`src/include/rv32i_config.svh`:
```
// reset PC, register count, widths and opcode values for the rv32i stall core

`ifndef RV32I_CONFIG_SVH
`define RV32I_CONFIG_SVH

//////////////////////////////////////////////////
// architecture
//////////////////////////////////////////////////

`define RESET_PC        32'h0000_0000
`define NUM_REGS        32
`define XLEN            32
`define REG_IDX_W       5

//////////////////////////////////////////////////
// opcodes
//////////////////////////////////////////////////

`define OPC_OP_IMM      7'b0010011
`define OPC_OP          7'b0110011
`define OPC_LOAD        7'b0000011
`define OPC_STORE       7'b0100011

`endif

```
`src/logic/rv32i_types.sv`:
```
// rv32i_types package with word and register index types, stall and operation enums

`include "rv32i_config.svh"

package rv32i_types;

    //////////////////////////////////////////////////
    // vectors
    //////////////////////////////////////////////////

    typedef logic [`XLEN-1:0]      word_t;      // data or address.
    typedef logic [`REG_IDX_W-1:0] reg_idx_t;   // x0..x31.

    //////////////////////////////////////////////////
    // enums
    //////////////////////////////////////////////////

    // which memory responses the current step still waits for
    typedef enum logic [1:0] {
        idle,
        wait_imem,
        wait_dmem,
        imem_dmem
    } stall_state;

    typedef enum logic [2:0] {
        op_nop,
        op_addi,
        op_add,
        op_lw,
        op_sw
    } op_kind;

endpackage

```
`src/logic/ex_mem_if.sv`:
```
// ex_mem_if interface carrying one executed instruction from execute to memory/writeback

interface ex_mem_if;

    rv32i_types::op_kind   kind;
    rv32i_types::reg_idx_t rd;
    rv32i_types::word_t    result;      // alu value or memory address.
    rv32i_types::word_t    store_data;

    modport src (
        output kind,
        output rd,
        output result,
        output store_data
    );

    modport dst (
        input  kind,
        input  rd,
        input  result,
        input  store_data
    );

endinterface

```
`src/logic/stall.sv`:
```
// stall FSM tracking outstanding memory responses and producing the move strobe

module stall (
    input   logic   clk,
    input   logic   rst,

    input   logic   imem_next,
    input   logic   dmem_next,
    input   logic   imem_resp,
    input   logic   dmem_resp,

    output  logic   move
);

    rv32i_types::stall_state curr_state, next_state, launch_state;

    always_ff @(posedge clk) begin
        if (!rst) begin
            curr_state <= rv32i_types::idle;
        end else begin
            curr_state <= next_state;
        end
    end

    // wait state for the step that starts after a move.
    always_comb begin
        if (dmem_next && !imem_next) begin
            launch_state = rv32i_types::wait_dmem;
        end else if (!dmem_next && imem_next) begin
            launch_state = rv32i_types::wait_imem;
        end else begin
            launch_state = rv32i_types::imem_dmem;
        end
    end

    always_comb begin
        move       = 1'b0;
        next_state = curr_state;
        unique case (curr_state)
            rv32i_types::idle: begin
                move = 1'b1;                            // kick off the first fetch.
            end
            rv32i_types::wait_imem: begin
                move = imem_resp;
            end
            rv32i_types::wait_dmem: begin
                move = dmem_resp;
            end
            rv32i_types::imem_dmem: begin
                move = imem_resp && dmem_resp;
                if (imem_resp && !dmem_resp) begin
                    next_state = rv32i_types::wait_dmem;
                end else if (dmem_resp && !imem_resp) begin
                    next_state = rv32i_types::wait_imem;
                end
            end
            default: begin
                move = 1'b0;
            end
        endcase
        if (move) begin
            next_state = launch_state;
        end
    end

    //////////////////////////////////////////////////
    // assertions
    //////////////////////////////////////////////////

    // a data step ends only with its response
    a_dmem_move: assert property (@(posedge clk) disable iff (!rst)
        (curr_state inside {rv32i_types::wait_dmem, rv32i_types::imem_dmem} && !dmem_resp) |->
            !move ##1 (curr_state inside {rv32i_types::wait_dmem, rv32i_types::imem_dmem}));

    // memories only answer requests, and idle has none outstanding
    a_idle_quiet: assert property (@(posedge clk) disable iff (!rst)
        (curr_state == rv32i_types::idle) |-> !(imem_resp || dmem_resp));

endmodule

```
`src/logic/fetch.sv`:
```
// fetch stage with program counter, instruction request strobe and instruction capture

`include "rv32i_config.svh"

module fetch (
    input   logic                   clk,
    input   logic                   rst,
    input   logic                   move,

    output  logic                   imem_req,
    output  rv32i_types::word_t     imem_addr,
    input   logic                   imem_resp,
    input   rv32i_types::word_t     imem_rdata,

    output  rv32i_types::word_t     instr
);

    localparam rv32i_types::word_t NOP_INSTR = {25'b0, `OPC_OP_IMM};   // addi x0, x0, 0.

    rv32i_types::word_t pc;
    rv32i_types::word_t resp_buf;

    always_ff @(posedge clk) begin
        if (!rst) begin
            pc       <= `RESET_PC;
            imem_req <= 1'b0;
            resp_buf <= NOP_INSTR;
            instr    <= NOP_INSTR;
        end else begin
            imem_req <= move;                           // one strobe per step.
            if (imem_resp) begin
                resp_buf <= imem_rdata;
            end
            if (move) begin
                pc    <= pc + 32'd4;
                instr <= imem_resp ? imem_rdata : resp_buf;
            end
        end
    end

    always_ff @(posedge clk) begin
        if (move) begin
            imem_addr <= pc;
        end
    end

    a_single_req: assert property (@(posedge clk) disable iff (!rst)
        imem_req |=> !imem_req);

endmodule

```
`src/logic/decode_execute.sv`:
```
// decode/execute stage with decoder, register file, writeback forwarding and adder

`include "rv32i_config.svh"

module decode_execute (
    input   logic                   clk,
    input   logic                   rst,
    input   logic                   move,

    input   rv32i_types::word_t     instr,
    output  logic                   dmem_next,

    input   logic                   wb_valid,
    input   rv32i_types::reg_idx_t  wb_rd,
    input   rv32i_types::word_t     wb_data,

    ex_mem_if.src                   ex_out
);

    rv32i_types::word_t     regs [`NUM_REGS];

    logic [6:0]             opcode;
    logic [2:0]             funct3;
    logic [6:0]             funct7;
    rv32i_types::reg_idx_t  rs1, rs2, rd;
    rv32i_types::op_kind    kind;
    rv32i_types::word_t     imm_i, imm_s;
    rv32i_types::word_t     op_a, op_b, add_b, sum;
    logic                   wb_write;
    logic                   writes_rd;

    //////////////////////////////////////////////////
    // decode
    //////////////////////////////////////////////////

    assign opcode = instr[6:0];
    assign funct3 = instr[14:12];
    assign funct7 = instr[31:25];
    assign rd     = instr[11:7];
    assign rs1    = instr[19:15];
    assign rs2    = instr[24:20];
    assign imm_i  = {{20{instr[31]}}, instr[31:20]};
    assign imm_s  = {{20{instr[31]}}, instr[31:25], instr[11:7]};

    always_comb begin
        kind = rv32i_types::op_nop;                     // anything else runs as a nop.
        unique case (opcode)
            `OPC_OP_IMM: if (funct3 == 3'b000) kind = rv32i_types::op_addi;
            `OPC_OP:     if (funct3 == 3'b000 && funct7 == 7'b0) kind = rv32i_types::op_add;
            `OPC_LOAD:   if (funct3 == 3'b010) kind = rv32i_types::op_lw;
            `OPC_STORE:  if (funct3 == 3'b010) kind = rv32i_types::op_sw;
            default:     kind = rv32i_types::op_nop;
        endcase
    end

    assign writes_rd = (kind == rv32i_types::op_addi) || (kind == rv32i_types::op_add) ||
                       (kind == rv32i_types::op_lw);
    assign dmem_next = (kind == rv32i_types::op_lw) || (kind == rv32i_types::op_sw);

    //////////////////////////////////////////////////
    // operands and adder
    //////////////////////////////////////////////////

    assign wb_write = wb_valid && (wb_rd != '0);

    // the instruction in writeback retires in this same move.
    assign op_a = (wb_write && wb_rd == rs1) ? wb_data : regs[rs1];
    assign op_b = (wb_write && wb_rd == rs2) ? wb_data : regs[rs2];

    always_comb begin
        unique case (kind)
            rv32i_types::op_add: add_b = op_b;
            rv32i_types::op_sw:  add_b = imm_s;
            default:             add_b = imm_i;
        endcase
    end

    assign sum = op_a + add_b;

    //////////////////////////////////////////////////
    // register file and stage register
    //////////////////////////////////////////////////

    always_ff @(posedge clk) begin
        if (!rst) begin
            for (int i = 0; i < `NUM_REGS; i++) begin
                regs[i] <= '0;
            end
        end else if (move && wb_write) begin
            regs[wb_rd] <= wb_data;                     // x0 never written.
        end
    end

    always_ff @(posedge clk) begin
        if (!rst) begin
            ex_out.kind <= rv32i_types::op_nop;
        end else if (move) begin
            ex_out.kind <= kind;
        end
    end

    always_ff @(posedge clk) begin
        if (move) begin
            ex_out.rd         <= writes_rd ? rd : '0;
            ex_out.result     <= (kind == rv32i_types::op_nop) ? '0 : sum;
            ex_out.store_data <= op_b;
        end
    end

endmodule

```
`src/logic/mem_writeback.sv`:
```
// memory/writeback stage with data request strobe, load capture and retire report

module mem_writeback (
    input   logic                   clk,
    input   logic                   rst,
    input   logic                   move,

    ex_mem_if.dst                   ex_in,

    output  logic                   dmem_req,
    output  logic                   dmem_we,
    output  rv32i_types::word_t     dmem_addr,
    output  rv32i_types::word_t     dmem_wdata,
    input   logic                   dmem_resp,
    input   rv32i_types::word_t     dmem_rdata,

    output  logic                   wb_valid,
    output  rv32i_types::reg_idx_t  wb_rd,
    output  rv32i_types::word_t     wb_data,

    output  logic                   retire_valid,
    output  rv32i_types::reg_idx_t  retire_rd,
    output  rv32i_types::word_t     retire_data
);

    logic                   step_start;     // first cycle of a step.
    logic [2:0]             fill;           // pipeline warm-up after reset.
    logic                   writes;
    rv32i_types::word_t     load_q;
    rv32i_types::word_t     wr_value;

    always_ff @(posedge clk) begin
        if (!rst) begin
            step_start <= 1'b0;
            fill       <= '0;
        end else begin
            step_start <= move;
            if (move) begin
                fill <= {fill[1:0], 1'b1};
            end
        end
    end

    // response may come before the instruction fetch finishes
    always_ff @(posedge clk) begin
        if (dmem_resp) begin
            load_q <= dmem_rdata;
        end
    end

    assign dmem_req   = step_start &&
                        (ex_in.kind == rv32i_types::op_lw || ex_in.kind == rv32i_types::op_sw);
    assign dmem_we    = (ex_in.kind == rv32i_types::op_sw);
    assign dmem_addr  = ex_in.result;
    assign dmem_wdata = ex_in.store_data;

    assign writes   = fill[2] && (ex_in.rd != '0) && (ex_in.kind == rv32i_types::op_addi ||
                      ex_in.kind == rv32i_types::op_add || ex_in.kind == rv32i_types::op_lw);
    assign wr_value = (ex_in.kind != rv32i_types::op_lw) ? ex_in.result :
                      dmem_resp ? dmem_rdata : load_q;

    assign wb_valid = writes;
    assign wb_rd    = ex_in.rd;
    assign wb_data  = wr_value;

    assign retire_valid = move && fill[2];
    assign retire_rd    = writes ? ex_in.rd : '0;
    assign retire_data  = writes ? wr_value : '0;

endmodule

```
`src/logic/rv32i_stall_top.sv`:
```
// top level wiring the three stages and the stall FSM to memory and retire ports

module rv32i_stall_top (
    input   logic                   clk,
    input   logic                   rst,

    output  logic                   imem_req,
    output  rv32i_types::word_t     imem_addr,
    input   logic                   imem_resp,
    input   rv32i_types::word_t     imem_rdata,

    output  logic                   dmem_req,
    output  logic                   dmem_we,
    output  rv32i_types::word_t     dmem_addr,
    output  rv32i_types::word_t     dmem_wdata,
    input   logic                   dmem_resp,
    input   rv32i_types::word_t     dmem_rdata,

    output  logic                   retire_valid,
    output  rv32i_types::reg_idx_t  retire_rd,
    output  rv32i_types::word_t     retire_data
);

    logic                   move;
    logic                   dmem_next;
    rv32i_types::word_t     instr;
    logic                   wb_valid;
    rv32i_types::reg_idx_t  wb_rd;
    rv32i_types::word_t     wb_data;

    ex_mem_if ex_mem ();

    stall i_stall (
        .clk        (clk),
        .rst        (rst),
        .imem_next  (1'b1),                 // every step fetches.
        .dmem_next  (dmem_next),
        .imem_resp  (imem_resp),
        .dmem_resp  (dmem_resp),
        .move       (move)
    );

    fetch i_fetch (
        .clk        (clk),
        .rst        (rst),
        .move       (move),
        .imem_req   (imem_req),
        .imem_addr  (imem_addr),
        .imem_resp  (imem_resp),
        .imem_rdata (imem_rdata),
        .instr      (instr)
    );

    decode_execute i_decode_execute (
        .clk        (clk),
        .rst        (rst),
        .move       (move),
        .instr      (instr),
        .dmem_next  (dmem_next),
        .wb_valid   (wb_valid),
        .wb_rd      (wb_rd),
        .wb_data    (wb_data),
        .ex_out     (ex_mem.src)
    );

    mem_writeback i_mem_writeback (
        .clk          (clk),
        .rst          (rst),
        .move         (move),
        .ex_in        (ex_mem.dst),
        .dmem_req     (dmem_req),
        .dmem_we      (dmem_we),
        .dmem_addr    (dmem_addr),
        .dmem_wdata   (dmem_wdata),
        .dmem_resp    (dmem_resp),
        .dmem_rdata   (dmem_rdata),
        .wb_valid     (wb_valid),
        .wb_rd        (wb_rd),
        .wb_data      (wb_data),
        .retire_valid (retire_valid),
        .retire_rd    (retire_rd),
        .retire_data  (retire_data)
    );

endmodule

```
`config.mk`:
```
export PLATFORM = sky130hd
export DESIGN_NAME = rv32i_stall_top
export DESIGN_NICKNAME = d
export VERILOG_FILES = /design/src/logic/rv32i_types.sv /design/src/logic/ex_mem_if.sv /design/src/logic/stall.sv /design/src/logic/fetch.sv /design/src/logic/decode_execute.sv /design/src/logic/mem_writeback.sv /design/src/logic/rv32i_stall_top.sv
export VERILOG_INCLUDE_DIRS = /design/src /design/src/include
export SDC_FILE = /design/constraint.sdc
export NUM_CORES = 2
export LEC_CHECK = 0
export ABC_AREA = 1
export BUFFER_PORTS_ARGS = -buffer_cell sky130_fd_sc_hd__buf_2
export CAP_MARGIN = 20
export CORE_MARGIN = 10
export CORE_UTILIZATION = 50
export DETAILED_ROUTE_END_ITERATION = 10
export PLACE_DENSITY_LB_ADDON = 0.05
export SLEW_MARGIN = 20
export SYNTH_ARGS = -nofsm -noshare
export SYNTH_HDL_FRONTEND = slang
export SYNTH_SLANG_ARGS = --single-unit
```
`constraint.sdc`:
```
create_clock -name clk -period 5.5 [get_ports clk]
set_clock_uncertainty 0.1 [all_clocks]
set_input_delay 1.375 -clock clk [delete_from_list [all_inputs] [get_ports clk]]
set_output_delay 1.375 -clock clk [all_outputs]
set_load 0.02 [all_outputs]
```
Word-level counts from Yosys, hierarchy flattened
Memories as Yosys holds them, arrays and structs flattened. A register that Yosys moved wholly into a read port is not among the register bits.
Index checks and enable logic that the tools add are counted.
{"block": "totals", "ff_bits": 238, "ramBits": 1024, "in_bits": 68, "output_inout_bits": 137, "word_cells": 93, "memories": 1}
{"name": "i_decode_execute.regs", "words": 32, "width": 32, "rd": 2, "rd_ports_with_merged_regs": 2, "wr": 32, "line_no": "decode_execute.sv:20", "source": "rv32i_types::word_t regs [`NUM_REGS];"}
{"block": "op_classes", "add_sub_neg": 2, "eq_ne": 19, "mux": 30, "n_reduce_logical": 29}
{"cell": "32-bit two-way mux", "n": 7}
{"cell": "32-bit one-hot mux with 2 select lines", "n": 1}
{"cell": "32-bit by 3-bit adder with 32-bit output, second input constant", "n": 1}
{"cell": "32-bit adder", "n": 1}
{"cell": "32-bit OR reduction", "n": 1}
{"cell": "5-bit two-way mux", "n": 6}
{"cell": "3-bit by 2-bit equality test with 1-bit output, second input constant", "n": 5}
{"cell": "7-bit by 6-bit equality test with 1-bit output, second input constant", "n": 2}
{"cell": "2-bit two-way mux", "n": 7}
{"cell": "1-bit logical AND", "n": 12}
{"cell": "3-bit one-hot mux with 4 select lines", "n": 1}
{"cell": "5-bit equality test", "n": 2}
{"cell": "7-bit by 2-bit equality test with 1-bit output, second input constant", "n": 1}
{"cell": "7-bit by 5-bit equality test with 1-bit output, second input constant", "n": 1}
{"cell": "7-bit logical NOT", "n": 1}
{"cell": "3-bit by 1-bit equality test with 1-bit output, second input constant", "n": 2}
{"cell": "3-bit equality test, second input constant", "n": 2}
{"cell": "3-bit logical NOT", "n": 2}
{"cell": "1-bit logical OR", "n": 6}
{"cell": "1-bit two-way mux", "n": 6}
{"cell": "5-bit nonzero test", "n": 1}
{"cell": "2-bit equality test, second input constant", "n": 2}
{"cell": "1-bit one-hot mux with 4 select lines", "n": 1}
{"cell": "3-bit two-way mux", "n": 1}
{"cell": "other kinds (7)", "n": 8}

Depth between registers and ports, before layout
{"block": "depth", "word_depth": 11, "ltp_mapped": 28, "ltp_nobuf": 25}

By module
From an unflattened synthesis, not the netlist that was laid out.
{"block": "hier_totals", "cells_unflattened": 8115, "hier_area_um2": 68547.0}
{"mod": "decode_execute", "n_inst": 1, "cells_each": 7004, "area_each_um2": 60560.6, "seq_area_each_um2": 32881.5}
{"mod": "fetch", "n_inst": 1, "cells_each": 538, "area_each_um2": 4909.7, "seq_area_each_um2": 2802.7}
{"mod": "mem_writeback", "n_inst": 1, "cells_each": 545, "area_each_um2": 2915.3, "seq_area_each_um2": 720.7}
{"mod": "stall", "n_inst": 1, "cells_each": 27, "area_each_um2": 157.7, "seq_area_each_um2": 40.0}
{"mod": "rv32i_stall_top", "n_inst": 1, "cells_each": 1, "area_each_um2": 3.8, "seq_area_each_um2": 0.0}

Least setup slack after synthesis
Ideal clock, no wire load.
{"block": "synth_timing", "kind": "in2reg", "startpoint": "input port dmem_resp", "endpoint": "register (tool-made name)", "setup_time_ps": 321, "arrival_ps": 5136, "required_ps": 5079, "setup_slack_ps": -57, "cell_stages": 8, "n_path_buf": 3, "path_cell_list": "buf_2 > inv_2 > nand2_1 > nand3_1 > nand2_1 > clkbuf_1 > clkbuf_1 > a21oi_1"}
{"element": "from (decl)", "line_no": "rv32i_stall_top.sv:16", "source": "input logic dmem_resp,"}

Worst setup path after layout
{"block": "layout_timing", "startpoint": "register i_decode_execute.ex_out.kind[2]", "endpoint": "output port retire_data[20]"}
{"block": "layout_via", "elab_chain_cells": 5, "word_cells_on_any_way": 9, "classes_between": "eq/ne (4); mux (2); reduce/logical (3)"}
{"element": "from (decl)", "line_no": "ex_mem_if.sv:11", "source": "output kind,"}
{"element": "3-bit by 1-bit equality test with 1-bit output or 3-bit by 2-bit equality test with 1-bit output (tied branches)", "line_no": "mem_writeback.sv:57, mem_writeback.sv:58"}
{"element": "1-bit logical OR", "line_no": "mem_writeback.sv:57", "source": "assign writes = fill[2] && (ex_in.rd != '0) && (ex_in.kind == rv32i_types::op_addi ||"}
{"element": "1-bit logical OR", "line_no": "mem_writeback.sv:58", "source": "ex_in.kind == rv32i_types::op_add || ex_in.kind == rv32i_types::op_lw);"}
{"element": "1-bit logical AND", "line_no": "mem_writeback.sv:57"}
{"element": "32-bit two-way mux *", "line_no": "mem_writeback.sv:68", "source": "assign retire_data = writes ? wr_value : '0;"}
{"element": "to (decl)", "line_no": "rv32i_stall_top.sv:21", "source": "output rv32i_types::word_t retire_data"}
Mark *: on every way between the ends. The rest lies on a longest branch, timed or not.

==> summary.md <==
| Metric | Value |
|---|---|
| Setup slack at placement | 0.146 ns |
| DR vias/cell | approximately 6.6 |
| Initial DRC Count | between 9,000 and 10,000 |
| Max frequency | 186 MHz |
| Worst path top cell family by delay | simple AND/OR/NAND/NOR gates |
| Die area | between 100,000 and 150,000 um^2 |
| Cell depth of the worst flop-to-flop path | 21 |
| Post-detailed-route count of antenna-violating nets | 0 |
| Vias in the first global route | a little under 60,000 |
| Port bufs | 202 |
| DR DRC count | 0 |
| Slew headroom | a little over an eighth |
| Final Power | roughly 0.027 W |
| P_leak | around 28 nW |
| Buf/Inv on CP | 4 |
| Critical path, cell by cell | inv_1 > nand3_4 > buf_12 > a21oi_1 > a21oi_4 > buf_4 > nor2_1 > buf_2 |
| R2R Setup Slk | ~0.14 ns |
| Dpl cells | between 9,000 and 10,000 |
| Post-CTS Setup Repair Bufs | 0 |
| Least-Margin Pin Slew | roughly 1.3 ns |
| Crit. Startpoint | i_decode_execute.ex_out.kind[2] |
| Clock Tree Buf Depth | 3 |
| Ports | approximately 210 |
| Worst Setup EP | retire_data[20] |
| DP Wirelength | around 170 mm |
| Min-Delay Path Class | register to register |
| Gp weighted congestion | between 0.9 and 1 |
| Synth cell types | 43 |
| Largest area contributor in the netlist | edfxtp_1 |
| Fin. Hold Viols | 0 |
| Number of H-tree levels | 4 |
| Post-synth top area share | 51.3% |
| Fillers | ~12,000 |
| CP Data Arrival Time | 3.90 ns |
| Worst path depth | 8 |
| # resized after CTS | 0 |
| Worst skew pair latency | 0.80 ns |
| FF+latch count, synth | ~1,300 |
| Final Setup Violations | 0 |
| Clock transition at path regs | roughly 0.06 ns |
| Worst-path maximum fanout | 37 |
| Number of hold buffers added after cts | 0 |
| Synth area leaders | edfxtp_1 51%, nor2_1 10%, nand2_1 6.6%, o21ai_0 6.1%, dfxtp_1 4.4% |
| Pins Over Slew Limit | 0 |
| Min Tclk post-route | 5.37 ns |
| Required time worst endpoint | around 4.0 ns |
| Crit path capture type | output port |
| Clk sinks | about 1,300 |
| Clock root cell | clkbuf_16 |
| Max IR drop VDD | roughly 0.00037 V |
| CP Launch Type | register |
| Routed via count | 61,800 |
| Max incr delay on CP | around 0.77 ns |
| RSZ-0062 raised after global routing | no |
| Antenna violations before repair | 17 |
| Area Overhead vs Synth | 12.9% |
| Core area | 130,000 um^2 |
| Critical path class | register to output port |
| WL/cell | between 30 and 40 um |
| Synth Cell Area | 65,700 um^2 |
| Post-synth EDFFs | around 1,100 |
| Final Non-Filler Cells | 9,351 |
| Total Wirelength | ~280 mm |
| Post-synth ARST share | 0% |
| DR pass1 iterations | 6 |
| Gr usage total | 37.1% |
| CTS tree | done |
| Final Net Count | roughly 7,600 |
| Largest net degree at the start of global routing | between 150 and 200 |
| Average instance area after synthesis | approximately 9 um^2 |
| Register Area | approximately 37,000 um^2 |
| Total negative slack | 0 ns |
| First-pass GRT wire length | between 400 and 500 mm |
| P per Cell Area | between 300 and 400 nW/um^2 |
| Sequential area share after synthesis | a little under three fifths |
| Final period util | 97.6% |
| Initial Util | 50.6% |
| Die H | 383 um |
| Rows | 132 |
| R2R Path End | i_decode_execute.ex_out.result[31] |
| Layout cells sized above 1 | about 11% |
| MaxCap Viol Count | 0 |
| Post-Synthesis Cells | approximately 7,500 |
| Gr ovfl total | 0 |
| Outcome | finished clean |
| Area of the multi-input gates | about 26,000 um^2 |
| Yosys warns | 0 |
| Dominant synthesized flop cell | edfxtp_1 |
| Num CTS Buffers | about 140 |
| Die width | roughly 380 um |
| Worst Slack Setup Final | 0.129 ns |
| Critical Path Slowest Stage Cell | nor2_1 |
sequential cells by signal, summed over array words and instances, names as in the netlist, named ones only:
signal and flops:
i_decode_execute.ex_out.store_data 32, i_stall.curr_state 2, i_decode_execute.ex_out.kind 3, i_fetch.imem_addr 30
i_decode_execute.regs 1024, i_fetch.resp_buf 32, i_mem_writeback.load_q 32, i_mem_writeback.fill 3
i_decode_execute.ex_out.result 32, i_decode_execute.ex_out.rd 5, i_fetch.pc 30, i_fetch.instr 32
i_fetch.imem_req 1
layer usage:
layer	GRT usage, %	part of all wire (%)
met3	14.1	16
met1	48.2	37
met2	52.9	41
met4	20.6	6.1
met5	0	0.047
layout by cell type, fill, tap and decap left out, drive strengths merged, types with 32 or more instances in the layout:
cell type | synthesis | final
conb | 1 | 34
o21ai | 814 | 814
clkbuf | 486 | 185
nor2 | 1791 | 1791
clkinv | 2 | 61
edfxtp | 1123 | 1123
o211ai | 172 | 172
a221oi | 62 | 62
a21oi | 538 | 538
inv | 189 | 198
ha | 34 | 34
mux2i | 32 | 32
nand2 | 1159 | 1159
dfxtp | 145 | 145
a32o | 116 | 116
a221o | 64 | 64
o22ai | 242 | 242
nand3 | 164 | 164
buf | 206 | 521
report_power, final:
group / switching [W] / total, W / internal, W
sequential: 0.000334 / 0.0113 / 0.0110
clock: 0.00408 / 0.00917 / 0.00509
combinational: 0.00494 / 0.00672 / 0.00178
layout make-up:
class,count,area share [%]
Antenna cell,13,0.0438
Clock buffer,185,5.15
Clock inverter,73,0.695
Inverter,191,1.02
Multi-Input combinational cell,5358,35.3
Sequential cell,1268,49.4
Tap cell,1742,2.94
Timing Repair Buffer,521,5.42
stage by stage:
stage,utilization [%],cell area [um^2],hold WS (ns)
CTS,57.0,74100,0.342
detailed placement,53.7,69800,0.327
global placement,53.7,69800,0.322
global route,57.1,74200,0.354
finish,57.1,74200,0.340
floorplan,-,65800,0.314
worst min path at each step:
stage | from | endpoint | slack [ns] | depth (start not counted)
5_1_grt | i_mem_writeback.load_q[0] | i_mem_writeback.load_q[0] | 0.35 | 2
3_5_place_dp | i_mem_writeback.load_q[26] | i_mem_writeback.load_q[26] | 0.33 | 2
2_1_floorplan | i_mem_writeback.load_q[0] | i_mem_writeback.load_q[0] | 0.31 | 2
3_3_place_gp | i_mem_writeback.load_q[10] | i_mem_writeback.load_q[10] | 0.32 | 2
6_report | i_mem_writeback.load_q[26] | i_mem_writeback.load_q[26] | 0.34 | 2
4_1_cts | i_mem_writeback.load_q[10] | i_mem_writeback.load_q[10] | 0.34 | 2
worst register-to-register path: cells and delay by family (launching register included):
| family | cells | cell delay [ns] |
|---|---|---|
| compound gates | 7 | 2.25 |
| buf+inv | 2 | 0.92 |
| simple gates | 11 | 1.00 |
| flops | 1 | 0.54 |
| fa+ha+maj | 1 | 0.31 |
synth_stat cells, drive strengths merged (7+ instances only):
cell type / number
a211oi: 15
a21oi: 538
a221o: 64
a221oi: 62
a32o: 116
buf: 206
clkbuf: 486
dfxtp: 145
edfxtp: 1123
ha: 34
inv: 189
mux2i: 32
nand2: 1159
nand3: 164
nand4: 14
nor2: 1791
nor3: 29
nor3b: 7
o211ai: 172
o21ai: 814
o21bai: 8
o221ai: 10
o22ai: 242
or2: 13
xor2: 7
cells by family after synthesis:
kind of cell / after synthesis / synth area share (%)
other: 1 / 0.00571
AO/OA/AOI/OAI: 2062 / 18.8
multiplexers: 32 / 0.487
adder cells (fa/ha/maj): 35 / 0.678
buffers and inverters: 883 / 5.38
flip-flops: 1268 / 55.7
XOR/XNOR: 12 / 0.160
AND/OR/NAND/NOR: 3183 / 18.8
No activity file was read; power rests on OpenSTA's default activity.
